### config.mk
export PLATFORM = sky130hd
export DESIGN_NAME = cent_io_top
export DESIGN_NICKNAME = d
export VERILOG_FILES = /design/src/rtl/cent_bus_pkg.sv /design/src/rtl/cent_io_pkg.sv /design/src/rtl/axil_bus_slave.sv /design/src/rtl/io_bus_router.sv /design/src/rtl/out_latch.sv /design/src/rtl/trakball_counter.sv /design/src/rtl/earom_store.sv /design/src/rtl/cent_io_top.sv
export VERILOG_INCLUDE_DIRS = /design/src /design/src/rtl
export SDC_FILE = /design/constraint.sdc
export NUM_CORES = 1
export LEC_CHECK = 0
export BUFFER_PORTS_ARGS = -buffer_cell sky130_fd_sc_hd__buf_2
export CAP_MARGIN = 15
export CORE_UTILIZATION = 60
export DETAILED_ROUTE_END_ITERATION = 6
export PLACE_DENSITY_LB_ADDON = 0.08
export SYNTH_ARGS = -nofsm -noshare
export SYNTH_HDL_FRONTEND = slang
export SYNTH_SLANG_ARGS = --single-unit
### constraint.sdc
create_clock -name s_6mhz_i -period 3.9 [get_ports s_6mhz_i]
set_input_delay 0.78 -clock s_6mhz_i [delete_from_list [all_inputs] [get_ports s_6mhz_i]]
set_output_delay 0.78 -clock s_6mhz_i [all_outputs]
set_load 0.01 [all_outputs]
### src/rtl/cent_defines.svh
// centipede i/o board constants
// bus widths, earom depth and the region codes found on address bits 13..10

`ifndef CENT_DEFINES_SVH
`define CENT_DEFINES_SVH

// internal address bus, the old 6502 map only needs 14 bits
`define CENT_ADDR_W 14

// every register on the board is one byte
`define CENT_DATA_W 8

// 64 byte high score earom
`define CENT_EAROM_AW 6

// region codes on ab[13:10]
// option switch banks, 0x0800
`define CENT_BLK_SW 2

// in0 at 0x0c00, in1 at 0x0c02, ab[1] picks in1
`define CENT_BLK_IN 3

// earom block, also needs ab[9] high
// ab[8:7] = 0 read, 1 control, 2 address/data
`define CENT_BLK_EA 5

// output latch, 0x1c00..0x1c07
`define CENT_BLK_OUT 7

`endif

### src/rtl/cent_bus_pkg.sv
// bus types for the centipede i/o block
// axi4-lite channel payloads and the internal single beat request

`include "cent_defines.svh"

package cent_bus_pkg;

	// only okay is ever returned
	localparam logic [1:0] AXIL_RESP_OKAY = 2'b00;

	// write address channel payload
	typedef struct packed {
		logic [`CENT_ADDR_W-1:0] addr;
	} axil_aw_t;

	// write data channel payload, no strobes since every register is a byte
	typedef struct packed {
		logic [`CENT_DATA_W-1:0] data;
	} axil_w_t;

	// read address channel payload
	typedef struct packed {
		logic [`CENT_ADDR_W-1:0] addr;
	} axil_ar_t;

	// read data channel payload
	typedef struct packed {
		logic [1:0]              resp;
		logic [`CENT_DATA_W-1:0] data;
	} axil_r_t;

	// internal request, valid for exactly one cycle per transaction
	// 1 + 1 + 14 + 8 = 24 bits
	typedef struct packed {
		logic                    valid;
		logic                    write;
		logic [`CENT_ADDR_W-1:0] addr;
		logic [`CENT_DATA_W-1:0] wdata;
	} bus_req_t;

endpackage

### src/rtl/cent_io_pkg.sv
// i/o types for the centipede board
// region code plus the player, trackball and output latch bundles

package cent_io_pkg;

	// decoded i/o region
	typedef enum logic [2:0] {
		REG_NONE,
		REG_SW,
		REG_IN0,
		REG_IN1,
		REG_EA_RD,
		REG_EA_CTRL,
		REG_EA_ADDR,
		REG_OUT
	} io_region_e;

	// player controls, same bit order as the cabinet harness
	typedef struct packed {
		logic coin_r;
		logic coin_c;
		logic coin_l;
		logic self_test;
		logic cocktail;
		logic slam;
		logic start2;
		logic start1;
		logic fire2;
		logic fire1;
	} player_in_t;

	// raw mini-trackball lines for both players
	typedef struct packed {
		logic p1_h_dir;
		logic p2_h_dir;
		logic p1_h_ck;
		logic p2_h_ck;
		logic p1_v_dir;
		logic p2_v_dir;
		logic p1_v_ck;
		logic p2_v_ck;
	} trak_t;

	// counter state as seen by the read mux
	typedef struct packed {
		logic       h_dir;
		logic       v_dir;
		logic [3:0] h_cnt;
		logic [3:0] v_cnt;
	} trak_state_t;

	// output latch bits, msb first as addressed by ab[2:0]
	typedef struct packed {
		logic       flip;
		logic [4:1] lamp;
		logic       coin_ctr_r;
		logic       coin_ctr_c;
		logic       coin_ctr_l;
	} latch_out_t;

endpackage

### src/rtl/axil_bus_slave.sv
// axi4-lite slave for the i/o board
// keeps one transaction in flight as a single cycle internal request
// read data comes back from the router two cycles after the ar handshake

`include "cent_defines.svh"

module axil_bus_slave
	import cent_bus_pkg::*;
(
	input  logic                    s_6mhz_i,
	input  logic                    reset,
	input  axil_aw_t                aw_i,
	input  logic                    awvalid_i,
	output logic                    awready_o,
	input  axil_w_t                 w_i,
	input  logic                    wvalid_i,
	output logic                    wready_o,
	output logic                    bvalid_o,
	input  logic                    bready_i,
	input  axil_ar_t                ar_i,
	input  logic                    arvalid_i,
	output logic                    arready_o,
	output logic                    rvalid_o,
	output axil_r_t                 r_o,
	input  logic                    rready_i,
	input  logic [`CENT_DATA_W-1:0] rdata_i,
	output bus_req_t                req_o
);

	logic                    aw_go;
	logic                    ar_hs;
	logic                    rd_req;
	logic                    arready_q;
	logic                    bvalid_q;
	logic                    rvalid_q;
	logic                    rd_first_q;
	logic                    req_valid_q;
	logic                    req_write_q;
	logic [`CENT_ADDR_W-1:0] req_addr_q;
	logic [`CENT_DATA_W-1:0] req_wdata_q;
	logic [`CENT_DATA_W-1:0] r_data_q;

	// arready_q doubles as the idle flag
	// write wins only when both channels show up in the same cycle
	assign aw_go  = awvalid_i & wvalid_i & arready_q;
	assign ar_hs  = arvalid_i & arready_q & ~aw_go;
	assign rd_req = req_valid_q & ~req_write_q;

	assign awready_o = aw_go;
	assign wready_o  = aw_go;
	assign arready_o = arready_q & ~aw_go;
	assign bvalid_o  = bvalid_q;
	assign rvalid_o  = rvalid_q;

	assign req_o = '{valid: req_valid_q, write: req_write_q,
		addr: req_addr_q, wdata: req_wdata_q};

	// first rvalid cycle passes the router byte through, then the held copy
	assign r_o = '{resp: AXIL_RESP_OKAY, data: rd_first_q ? rdata_i : r_data_q};

	always_ff @(posedge s_6mhz_i or posedge reset)
	begin
		if (reset)
		begin
			arready_q   <= 1'b0;
			bvalid_q    <= 1'b0;
			rvalid_q    <= 1'b0;
			rd_first_q  <= 1'b0;
			req_valid_q <= 1'b0;
		end
		else
		begin
			// idle again only once nothing is left to hand back
			arready_q <= ~(aw_go | ar_hs | rd_req |
				(bvalid_q & ~bready_i) | (rvalid_q & ~rready_i));
			req_valid_q <= aw_go | ar_hs;
			rd_first_q  <= rd_req;
			// write response goes up with the request cycle
			if (aw_go)
				bvalid_q <= 1'b1;
			else if (bready_i)
				bvalid_q <= 1'b0;
			// read response follows the registered router byte
			if (rd_req)
				rvalid_q <= 1'b1;
			else if (rready_i)
				rvalid_q <= 1'b0;
		end
	end

	// request payload and read hold
	always_ff @(posedge s_6mhz_i)
	begin
		if (aw_go)
		begin
			req_write_q <= 1'b1;
			req_addr_q  <= aw_i.addr;
			req_wdata_q <= w_i.data;
		end
		else if (ar_hs)
		begin
			req_write_q <= 1'b0;
			req_addr_q  <= ar_i.addr;
		end
		if (rd_first_q)
			r_data_q <= rdata_i;
	end

	// a waiting write response holds and keeps both address channels closed
	a_b_hold: assert property (@(posedge s_6mhz_i) disable iff (reset)
		bvalid_q && !bready_i |=> bvalid_q && !awready_o && !arready_o);
	// read data does not move while stalled
	a_r_hold: assert property (@(posedge s_6mhz_i) disable iff (reset)
		rvalid_q && !rready_i |=> rvalid_q && $stable(r_o));

endmodule

### src/rtl/io_bus_router.sv
// i/o address decode for the centipede board
// write pulses to the latch and earom, registered read byte back to the slave

`include "cent_defines.svh"

module io_bus_router
	import cent_bus_pkg::*;
	import cent_io_pkg::*;
(
	input  logic                     s_6mhz_i,
	input  logic                     reset,
	input  bus_req_t                 req_i,
	input  player_in_t               player_i,
	input  logic [`CENT_DATA_W-1:0]  joystick_i,
	input  logic [`CENT_DATA_W-1:0]  sw1_i,
	input  logic [`CENT_DATA_W-1:0]  sw2_i,
	input  logic                     vblank_i,
	input  trak_state_t              trak_i,
	input  logic [`CENT_DATA_W-1:0]  ea_data_i,
	output logic [`CENT_DATA_W-1:0]  rdata_o,
	output logic                     out_we_o,
	output logic [2:0]               out_idx_o,
	output logic                     out_bit_o,
	output logic                     ea_addr_we_o,
	output logic                     ea_ctrl_we_o,
	output logic [`CENT_EAROM_AW-1:0] ea_addr_o,
	output logic [`CENT_DATA_W-1:0]  ea_wdata_o
);

	io_region_e              region;
	logic                    wr;
	logic [`CENT_DATA_W-1:0] rd_byte;

	// ab[13:10] picks the block and the in and earom blocks split further down
	always_comb
	begin
		region = REG_NONE;
		case (req_i.addr[13:10])
			4'(`CENT_BLK_SW):  region = REG_SW;
			4'(`CENT_BLK_IN):  region = req_i.addr[1] ? REG_IN1 : REG_IN0;
			4'(`CENT_BLK_OUT): region = REG_OUT;
			4'(`CENT_BLK_EA):
			begin
				// earom parts only live in the upper half of the block
				if (req_i.addr[9])
				begin
					case (req_i.addr[8:7])
						2'd0:    region = REG_EA_RD;
						2'd1:    region = REG_EA_CTRL;
						2'd2:    region = REG_EA_ADDR;
						default: region = REG_NONE;
					endcase
				end
			end
			default: region = REG_NONE;
		endcase
	end

	assign wr = req_i.valid & req_i.write;

	// the latch takes ab[2:0] as index and d7 as value
	assign out_we_o     = wr & (region == REG_OUT);
	assign out_idx_o    = req_i.addr[2:0];
	assign out_bit_o    = req_i.wdata[7];
	assign ea_addr_we_o = wr & (region == REG_EA_ADDR);
	assign ea_ctrl_we_o = wr & (region == REG_EA_CTRL);
	assign ea_addr_o    = req_i.addr[`CENT_EAROM_AW-1:0];
	assign ea_wdata_o   = req_i.wdata;

	// ab[0] picks the half of each port in the read mux
	always_comb
	begin
		case (region)
			REG_IN0: rd_byte = req_i.addr[0] ?
				{player_i.coin_r, player_i.coin_c, player_i.coin_l, player_i.slam,
				 player_i.fire2, player_i.fire1, player_i.start2, player_i.start1} :
				{trak_i.h_dir, vblank_i, player_i.self_test, player_i.cocktail, trak_i.h_cnt};
			REG_IN1:   rd_byte = req_i.addr[0] ? joystick_i : {trak_i.v_dir, 3'b000, trak_i.v_cnt};
			REG_SW:    rd_byte = req_i.addr[0] ? sw2_i : sw1_i;
			REG_EA_RD: rd_byte = ea_data_i;
			// write only and unmapped regions read as zero
			default:   rd_byte = '0;
		endcase
	end

	always_ff @(posedge s_6mhz_i or posedge reset)
	begin
		if (reset)
			rdata_o <= '0;
		else
			rdata_o <= rd_byte;
	end

	// each write pulse lasts a single cycle and is never followed by another
	a_one_we: assert property (@(posedge s_6mhz_i) disable iff (reset)
		(out_we_o || ea_addr_we_o || ea_ctrl_we_o) |=>
		!(out_we_o || ea_addr_we_o || ea_ctrl_we_o));

endmodule

### src/rtl/out_latch.sv
// addressable output latch, one bit per write
// drives screen flip, four lamps and three coin counters

module out_latch
	import cent_io_pkg::*;
(
	input  logic       s_6mhz_i,
	input  logic       reset,
	input  logic       we_i,
	input  logic [2:0] idx_i,
	input  logic       bit_i,
	output latch_out_t latch_o,
	output logic       flip_o
);

	logic [7:0] latch_q;

	// ab[2:0] picks the bit, d7 is the value written
	always_ff @(posedge s_6mhz_i or posedge reset)
	begin
		if (reset)
			latch_q <= '0;
		else if (we_i)
			latch_q[idx_i] <= bit_i;
	end

	// bit 7 flip, 6..3 lamps 4..1, 2..0 coin counters r/c/l
	assign latch_o = latch_out_t'(latch_q);

	// flip also picks which player's trackball gets read
	assign flip_o = latch_o.flip;

endmodule

### src/rtl/trakball_counter.sv
// mini-trackball counters
// flip picks the player, each axis clock is synchronised and edge detected
// then counted up or down by its direction line

module trakball_counter
	import cent_io_pkg::*;
(
	input  logic        s_6mhz_i,
	input  logic        reset,
	input  trak_t       trak_i,
	input  logic        flip_i,
	output trak_state_t state_o
);

	// index 0 is the horizontal axis, 1 the vertical one
	logic [1:0]      ck_sel;
	logic [1:0]      dir_sel;
	logic [1:0]      ck_s1;
	logic [1:0]      ck_s2;
	logic [1:0]      ck_last;
	logic [1:0]      dir_s1;
	logic [1:0]      dir_s2;
	logic [1:0]      dir_q;
	logic [1:0][3:0] cnt_q;

	// flip high reads player 1, low reads player 2
	assign ck_sel  = flip_i ? {trak_i.p1_v_ck, trak_i.p1_h_ck} :
		{trak_i.p2_v_ck, trak_i.p2_h_ck};
	assign dir_sel = flip_i ? {trak_i.p1_v_dir, trak_i.p1_h_dir} :
		{trak_i.p2_v_dir, trak_i.p2_h_dir};

	always_ff @(posedge s_6mhz_i or posedge reset)
	begin
		if (reset)
		begin
			ck_s1   <= '0;
			ck_s2   <= '0;
			ck_last <= '0;
			dir_s1  <= '0;
			dir_s2  <= '0;
			dir_q   <= '0;
			cnt_q   <= '0;
		end
		else
		begin
			// two flop synchroniser, dir kept aligned with its clock
			ck_s1   <= ck_sel;
			ck_s2   <= ck_s1;
			ck_last <= ck_s2;
			dir_s1  <= dir_sel;
			dir_s2  <= dir_s1;
			// direction latch follows every cycle
			dir_q   <= dir_s2;
			for (int i = 0; i < 2; i++)
			begin
				// rising edge of the synced clock, dir 0 counts up
				if (ck_s2[i] & ~ck_last[i])
					cnt_q[i] <= dir_s2[i] ? cnt_q[i] - 4'd1 : cnt_q[i] + 4'd1;
			end
		end
	end

	assign state_o = '{h_dir: dir_q[0], v_dir: dir_q[1], h_cnt: cnt_q[0], v_cnt: cnt_q[1]};

endmodule

### src/rtl/earom_store.sv
// 64 byte high score earom
// address/data latch, control register and the storage array

`include "cent_defines.svh"

module earom_store (
	input  logic                      s_6mhz_i,
	input  logic                      reset,
	input  logic                      addr_we_i,
	input  logic                      ctrl_we_i,
	input  logic [`CENT_EAROM_AW-1:0] addr_i,
	input  logic [`CENT_DATA_W-1:0]   wdata_i,
	output logic [`CENT_DATA_W-1:0]   rdata_o
);

	logic [`CENT_EAROM_AW-1:0] ea_addr_q;
	logic [`CENT_DATA_W-1:0]   ea_data_q;
	logic                      cs_q;
	logic                      erase_q;
	logic                      we_q;
	logic                      mem_we;
	logic [`CENT_DATA_W-1:0]   mem [2**`CENT_EAROM_AW];

	// address write grabs both ab[5:0] and the data byte
	always_ff @(posedge s_6mhz_i)
	begin
		if (addr_we_i)
		begin
			ea_addr_q <= addr_i;
			ea_data_q <= wdata_i;
		end
	end

	// control bits d3 chip select, d2 erase and d1 write enable
	// reset leaves the chip deselected in read mode
	always_ff @(posedge s_6mhz_i or posedge reset)
	begin
		if (reset)
		begin
			cs_q    <= 1'b0;
			erase_q <= 1'b0;
			we_q    <= 1'b0;
			rdata_o <= '0;
		end
		else
		begin
			if (ctrl_we_i)
			begin
				cs_q    <= wdata_i[3];
				erase_q <= wdata_i[2];
				we_q    <= wdata_i[1];
			end
			// read mode samples the array every cycle
			if (cs_q & ~we_q)
				rdata_o <= mem[ea_addr_q];
		end
	end

	// the array keeps writing for as long as write mode is held
	assign mem_we = cs_q & we_q;

	always_ff @(posedge s_6mhz_i)
	begin
		if (mem_we)
			mem[ea_addr_q] <= erase_q ? '0 : ea_data_q;
	end

	// stored byte at the latched address keeps its value while deselected
	a_no_wr_deselect: assert property (@(posedge s_6mhz_i) disable iff (reset)
		!cs_q && !addr_we_i |=> $stable(mem[ea_addr_q]));

endmodule

### src/rtl/cent_io_top.sv
// centipede processor side i/o board
// axi4-lite in front of the decode, output latch, trackball and earom

`include "cent_defines.svh"

module cent_io_top
	import cent_bus_pkg::*;
	import cent_io_pkg::*;
(
	input  logic                    s_6mhz_i,
	input  logic                    reset,
	input  axil_aw_t                aw_i,
	input  logic                    awvalid_i,
	output logic                    awready_o,
	input  axil_w_t                 w_i,
	input  logic                    wvalid_i,
	output logic                    wready_o,
	output logic                    bvalid_o,
	input  logic                    bready_i,
	input  axil_ar_t                ar_i,
	input  logic                    arvalid_i,
	output logic                    arready_o,
	output logic                    rvalid_o,
	output axil_r_t                 r_o,
	input  logic                    rready_i,
	input  player_in_t              player_i,
	input  trak_t                   trak_i,
	input  logic [`CENT_DATA_W-1:0] joystick_i,
	input  logic [`CENT_DATA_W-1:0] sw1_i,
	input  logic [`CENT_DATA_W-1:0] sw2_i,
	input  logic                    vblank_i,
	output latch_out_t              latch_o
);

	bus_req_t                  req;
	logic [`CENT_DATA_W-1:0]   rdata;
	logic                      out_we;
	logic [2:0]                out_idx;
	logic                      out_bit;
	logic                      flip;
	logic                      ea_addr_we;
	logic                      ea_ctrl_we;
	logic [`CENT_EAROM_AW-1:0] ea_addr;
	logic [`CENT_DATA_W-1:0]   ea_wdata;
	logic [`CENT_DATA_W-1:0]   ea_rdata;
	trak_state_t               trak_state;

	axil_bus_slave u_axil_bus_slave (
		.s_6mhz_i (s_6mhz_i), .reset (reset),
		.aw_i (aw_i), .awvalid_i (awvalid_i), .awready_o (awready_o),
		.w_i (w_i), .wvalid_i (wvalid_i), .wready_o (wready_o),
		.bvalid_o (bvalid_o), .bready_i (bready_i),
		.ar_i (ar_i), .arvalid_i (arvalid_i), .arready_o (arready_o),
		.rvalid_o (rvalid_o), .r_o (r_o), .rready_i (rready_i),
		.rdata_i (rdata), .req_o (req)
	);

	io_bus_router u_io_bus_router (
		.s_6mhz_i (s_6mhz_i), .reset (reset), .req_i (req),
		.player_i (player_i), .joystick_i (joystick_i),
		.sw1_i (sw1_i), .sw2_i (sw2_i), .vblank_i (vblank_i),
		.trak_i (trak_state), .ea_data_i (ea_rdata), .rdata_o (rdata),
		.out_we_o (out_we), .out_idx_o (out_idx), .out_bit_o (out_bit),
		.ea_addr_we_o (ea_addr_we), .ea_ctrl_we_o (ea_ctrl_we),
		.ea_addr_o (ea_addr), .ea_wdata_o (ea_wdata)
	);

	out_latch u_out_latch (
		.s_6mhz_i (s_6mhz_i), .reset (reset), .we_i (out_we),
		.idx_i (out_idx), .bit_i (out_bit), .latch_o (latch_o), .flip_o (flip)
	);

	// flip from the latch steers the player select
	trakball_counter u_trakball_counter (
		.s_6mhz_i (s_6mhz_i), .reset (reset), .trak_i (trak_i),
		.flip_i (flip), .state_o (trak_state)
	);

	earom_store u_earom_store (
		.s_6mhz_i (s_6mhz_i), .reset (reset),
		.addr_we_i (ea_addr_we), .ctrl_we_i (ea_ctrl_we),
		.addr_i (ea_addr), .wdata_i (ea_wdata), .rdata_o (ea_rdata)
	);

endmodule

==> run metrics <==
vias in the first global route=14080; Post-CTS Setup Inserts=0; vias per cell=6.43; Ports=109; Bufs and invs on worst path=2; Clock Path Buffers=3; # DRC=0; max-cap check violation count=0; first-pass GRT wire length=90100 um; CTS Buf Count=58; most common cell in the netlist=edfxtp_1; hold bufs inserted after CTS=0; final setup fails=0; worst setup path startpoint=u_earom_store.ea_addr_q[2]; antenna-violating nets left=0; Pins Over Slew Limit=0; register area share after synthesis=73.9%; Routed WL per cell=27.6 um; die area=between 40000 and 50000 um2; DP Cell Count=~2100; ys flop type=edfxtp_1; H-tree levels=2; Peak Freq=310 MHz; area grow syn2layout=15.3%; Final Skew=17.5 ps; Worst-path clk slew=70 ps; CP peak stage delay=880 ps; status=completed; Arr. time, crit path=3450 ps; DR pass1 iterations=5; final wirelength=60900 um; post-route cell area=between 20000 and 30000 um2; CP Launch Type=register; Hold WC Path Type=primary input to register; Nets=approximately 1700; fraction of registers with async set/reset=approximately 8.6%; DR iter-0 viols=1622; Avg Inst Size Synth=16.8 um2; CTS resizes=0; reg2reg start=u_earom_store.ea_addr_q[2]; CP top delay family=simple AND/OR/NAND/NOR gates; Max IR drop VDD=about 0.45 mV; total power density per cell area=507 nW/um2; Ys Warns=0; total negative slack=0 ps; number of enable flip-flop cells after synthesis=~550; row count=73; Max FO, Critical Path=27; Hold Worst Slack=approximately 350 ps; initial antenna violation count=0; CP Data Required Time=4130 ps; fin crit period=~3200 ps; Crit-path slowest cell=nor2_1; Final Hold Fails=0; pin count of the biggest net entering global routing=65; GRT Residual Overflow=0; Final GP Congestion=0.871; Yosys top cell by area=edfxtp_1; Starting Density=60.9%; Layout Cells excl Fill=about 2200; critical hold path startpoint=w_i[5]; Total GRT Usage=30.3%; critical path class=register to register; post-synthesis cell count=around 1400; CP Cell Sequence=buf_12 > inv_1 > and3_1 > nand2_1 > nor2_1; DP Wirelength=39200 um; Crit. End Element=register; Area after DPL=between 20000 and 30000 um2; Core ar.=39800 um2; Clock Sinks=~600; n_diodes=0; slew margin rel.=30.4%; largest cells by area after synthesis=edfxtp_1 68%, dfrtp_1 5.4%, mux2_2 3.6%; layout cell share with drive strength beyond 1=26.6%; FF+latch count, synth=around 600; Slew @ Worst Pin=1040 ps; CTS Root Cell=clkbuf_16; RSZ-0062 raised after global routing=no; post-route clock period utilization=82.7%; Commonest cells post-synth=547 x edfxtp_1, 113 x nor2_1, 79 x mux2i_1; CTS tree=done; Post-Place Worst Slack=731 ps; Pleak=9.83 nW; die width=203 um; Clk Latency, worst-skew pair=610 ps; routed vias=roughly 14000; Synth Cell Area=approximately 24000 um2; top-area cell type share of the netlist area=67.7%; distinct cell type count of the synthesized netlist=64; input/output buffers=104; Die Ht=203 um; final worst setup slack=approximately 670 ps
[metal layers]
layer | track usage [%] | vias up | routed length, um
met5 | 0 | - | 0
met4 | 12.1 | 0 | 2300
met3 | 5.33 | 139 | 5810
met2 | 47.8 | 800 | 28700
met1 | 42.3 | 7160 | 24200
li1 | - | 6134 | -
[registers in the layout (all words and copies together), names as in the netlist, 6 cells and up]
register / count
u_axil_bus_slave.r_data_q: 8
u_axil_bus_slave.req_addr_q: 13
u_axil_bus_slave.req_wdata_q: 8
u_earom_store.ea_addr_q: 6
u_earom_store.ea_data_q: 8
u_earom_store.mem: 512
u_earom_store.rdata_o: 8
u_io_bus_router.rdata_o: 8
u_out_latch.latch_o: 8
u_trakball_counter.state_o: 8
[final timing paths]
kind,endpoint,slack (ps),cells after the start
max in group asynchronous,u_earom_store.erase_q,2790,3
min in group asynchronous,u_io_bus_router.rdata_o[5],360,2
worst min-delay path,u_axil_bus_slave.req_wdata_q[5],350,1
worst max register to register,u_earom_store.mem[24][2],670,5
worst min register to register,u_trakball_counter.dir_s2[0],350,0
worst max-delay path,u_earom_store.mem[24][2],670,5
[power breakdown]
part	switching [mW]	total (mW)	leakage (nW)	internal [mW]
Clock	2.35	5.66	0.924	3.31
Combinational	0.523	0.893	3.25	0.369
Sequential	0.214	7.61	5.66	7.40
[kinds of logic after synthesis]
family          synth area share (%)
compound gates                  8.38
xor+xnor                       0.289
fa+ha+maj                      0.372
buf+inv                         2.17
flops                           73.9
mux                             10.2
other cells                   0.0155
simple gates                    4.69
[area by class of cell]
class / instances / area [um2]
clock buffers: 73 / 1540
clock inverters: 32 / 373
fillers: 2604 / 11900
inverters: 15 / 56.3
multi-input cells: 734 / 5890
flip-flops and latches: 608 / 17900
well taps: 525 / 657
repair buffers: 225 / 1540
[metrics by stage]
| stage | util (%) | total power, mW |
|---|---|---|
| after floorplan | - | 8.25 |
| after global placement | 65.4 | 8.60 |
| after detailed placement | 65.4 | 8.64 |
| after CTS | 70.2 | 14.2 |
| after global routing | 70.2 | 14.6 |
| final | 70.2 | 14.2 |
[layout by cell type (no fill, tap or decap), types with 34 or more instances in the layout]
| cell | synthesis | layout |
|---|---|---|
| buf_4 | 13 | 112 |
| mux2i_1 | 79 | 79 |
| a21oi_1 | 41 | 41 |
| edfxtp_1 | 547 | 547 |
| nor2_1 | 113 | 111 |
| buf_2 | 37 | 104 |
| dfrtp_1 | 52 | 52 |
| a22oi_1 | 43 | 43 |
| nand2_1 | 49 | 49 |
| o21ai_0 | 36 | 36 |
| mux4_2 | 34 | 34 |
| a221oi_1 | 39 | 39 |
| clkbuf_16 | 0 | 59 |
| mux2_2 | 78 | 78 |
(Power assumes the default switching activity.)
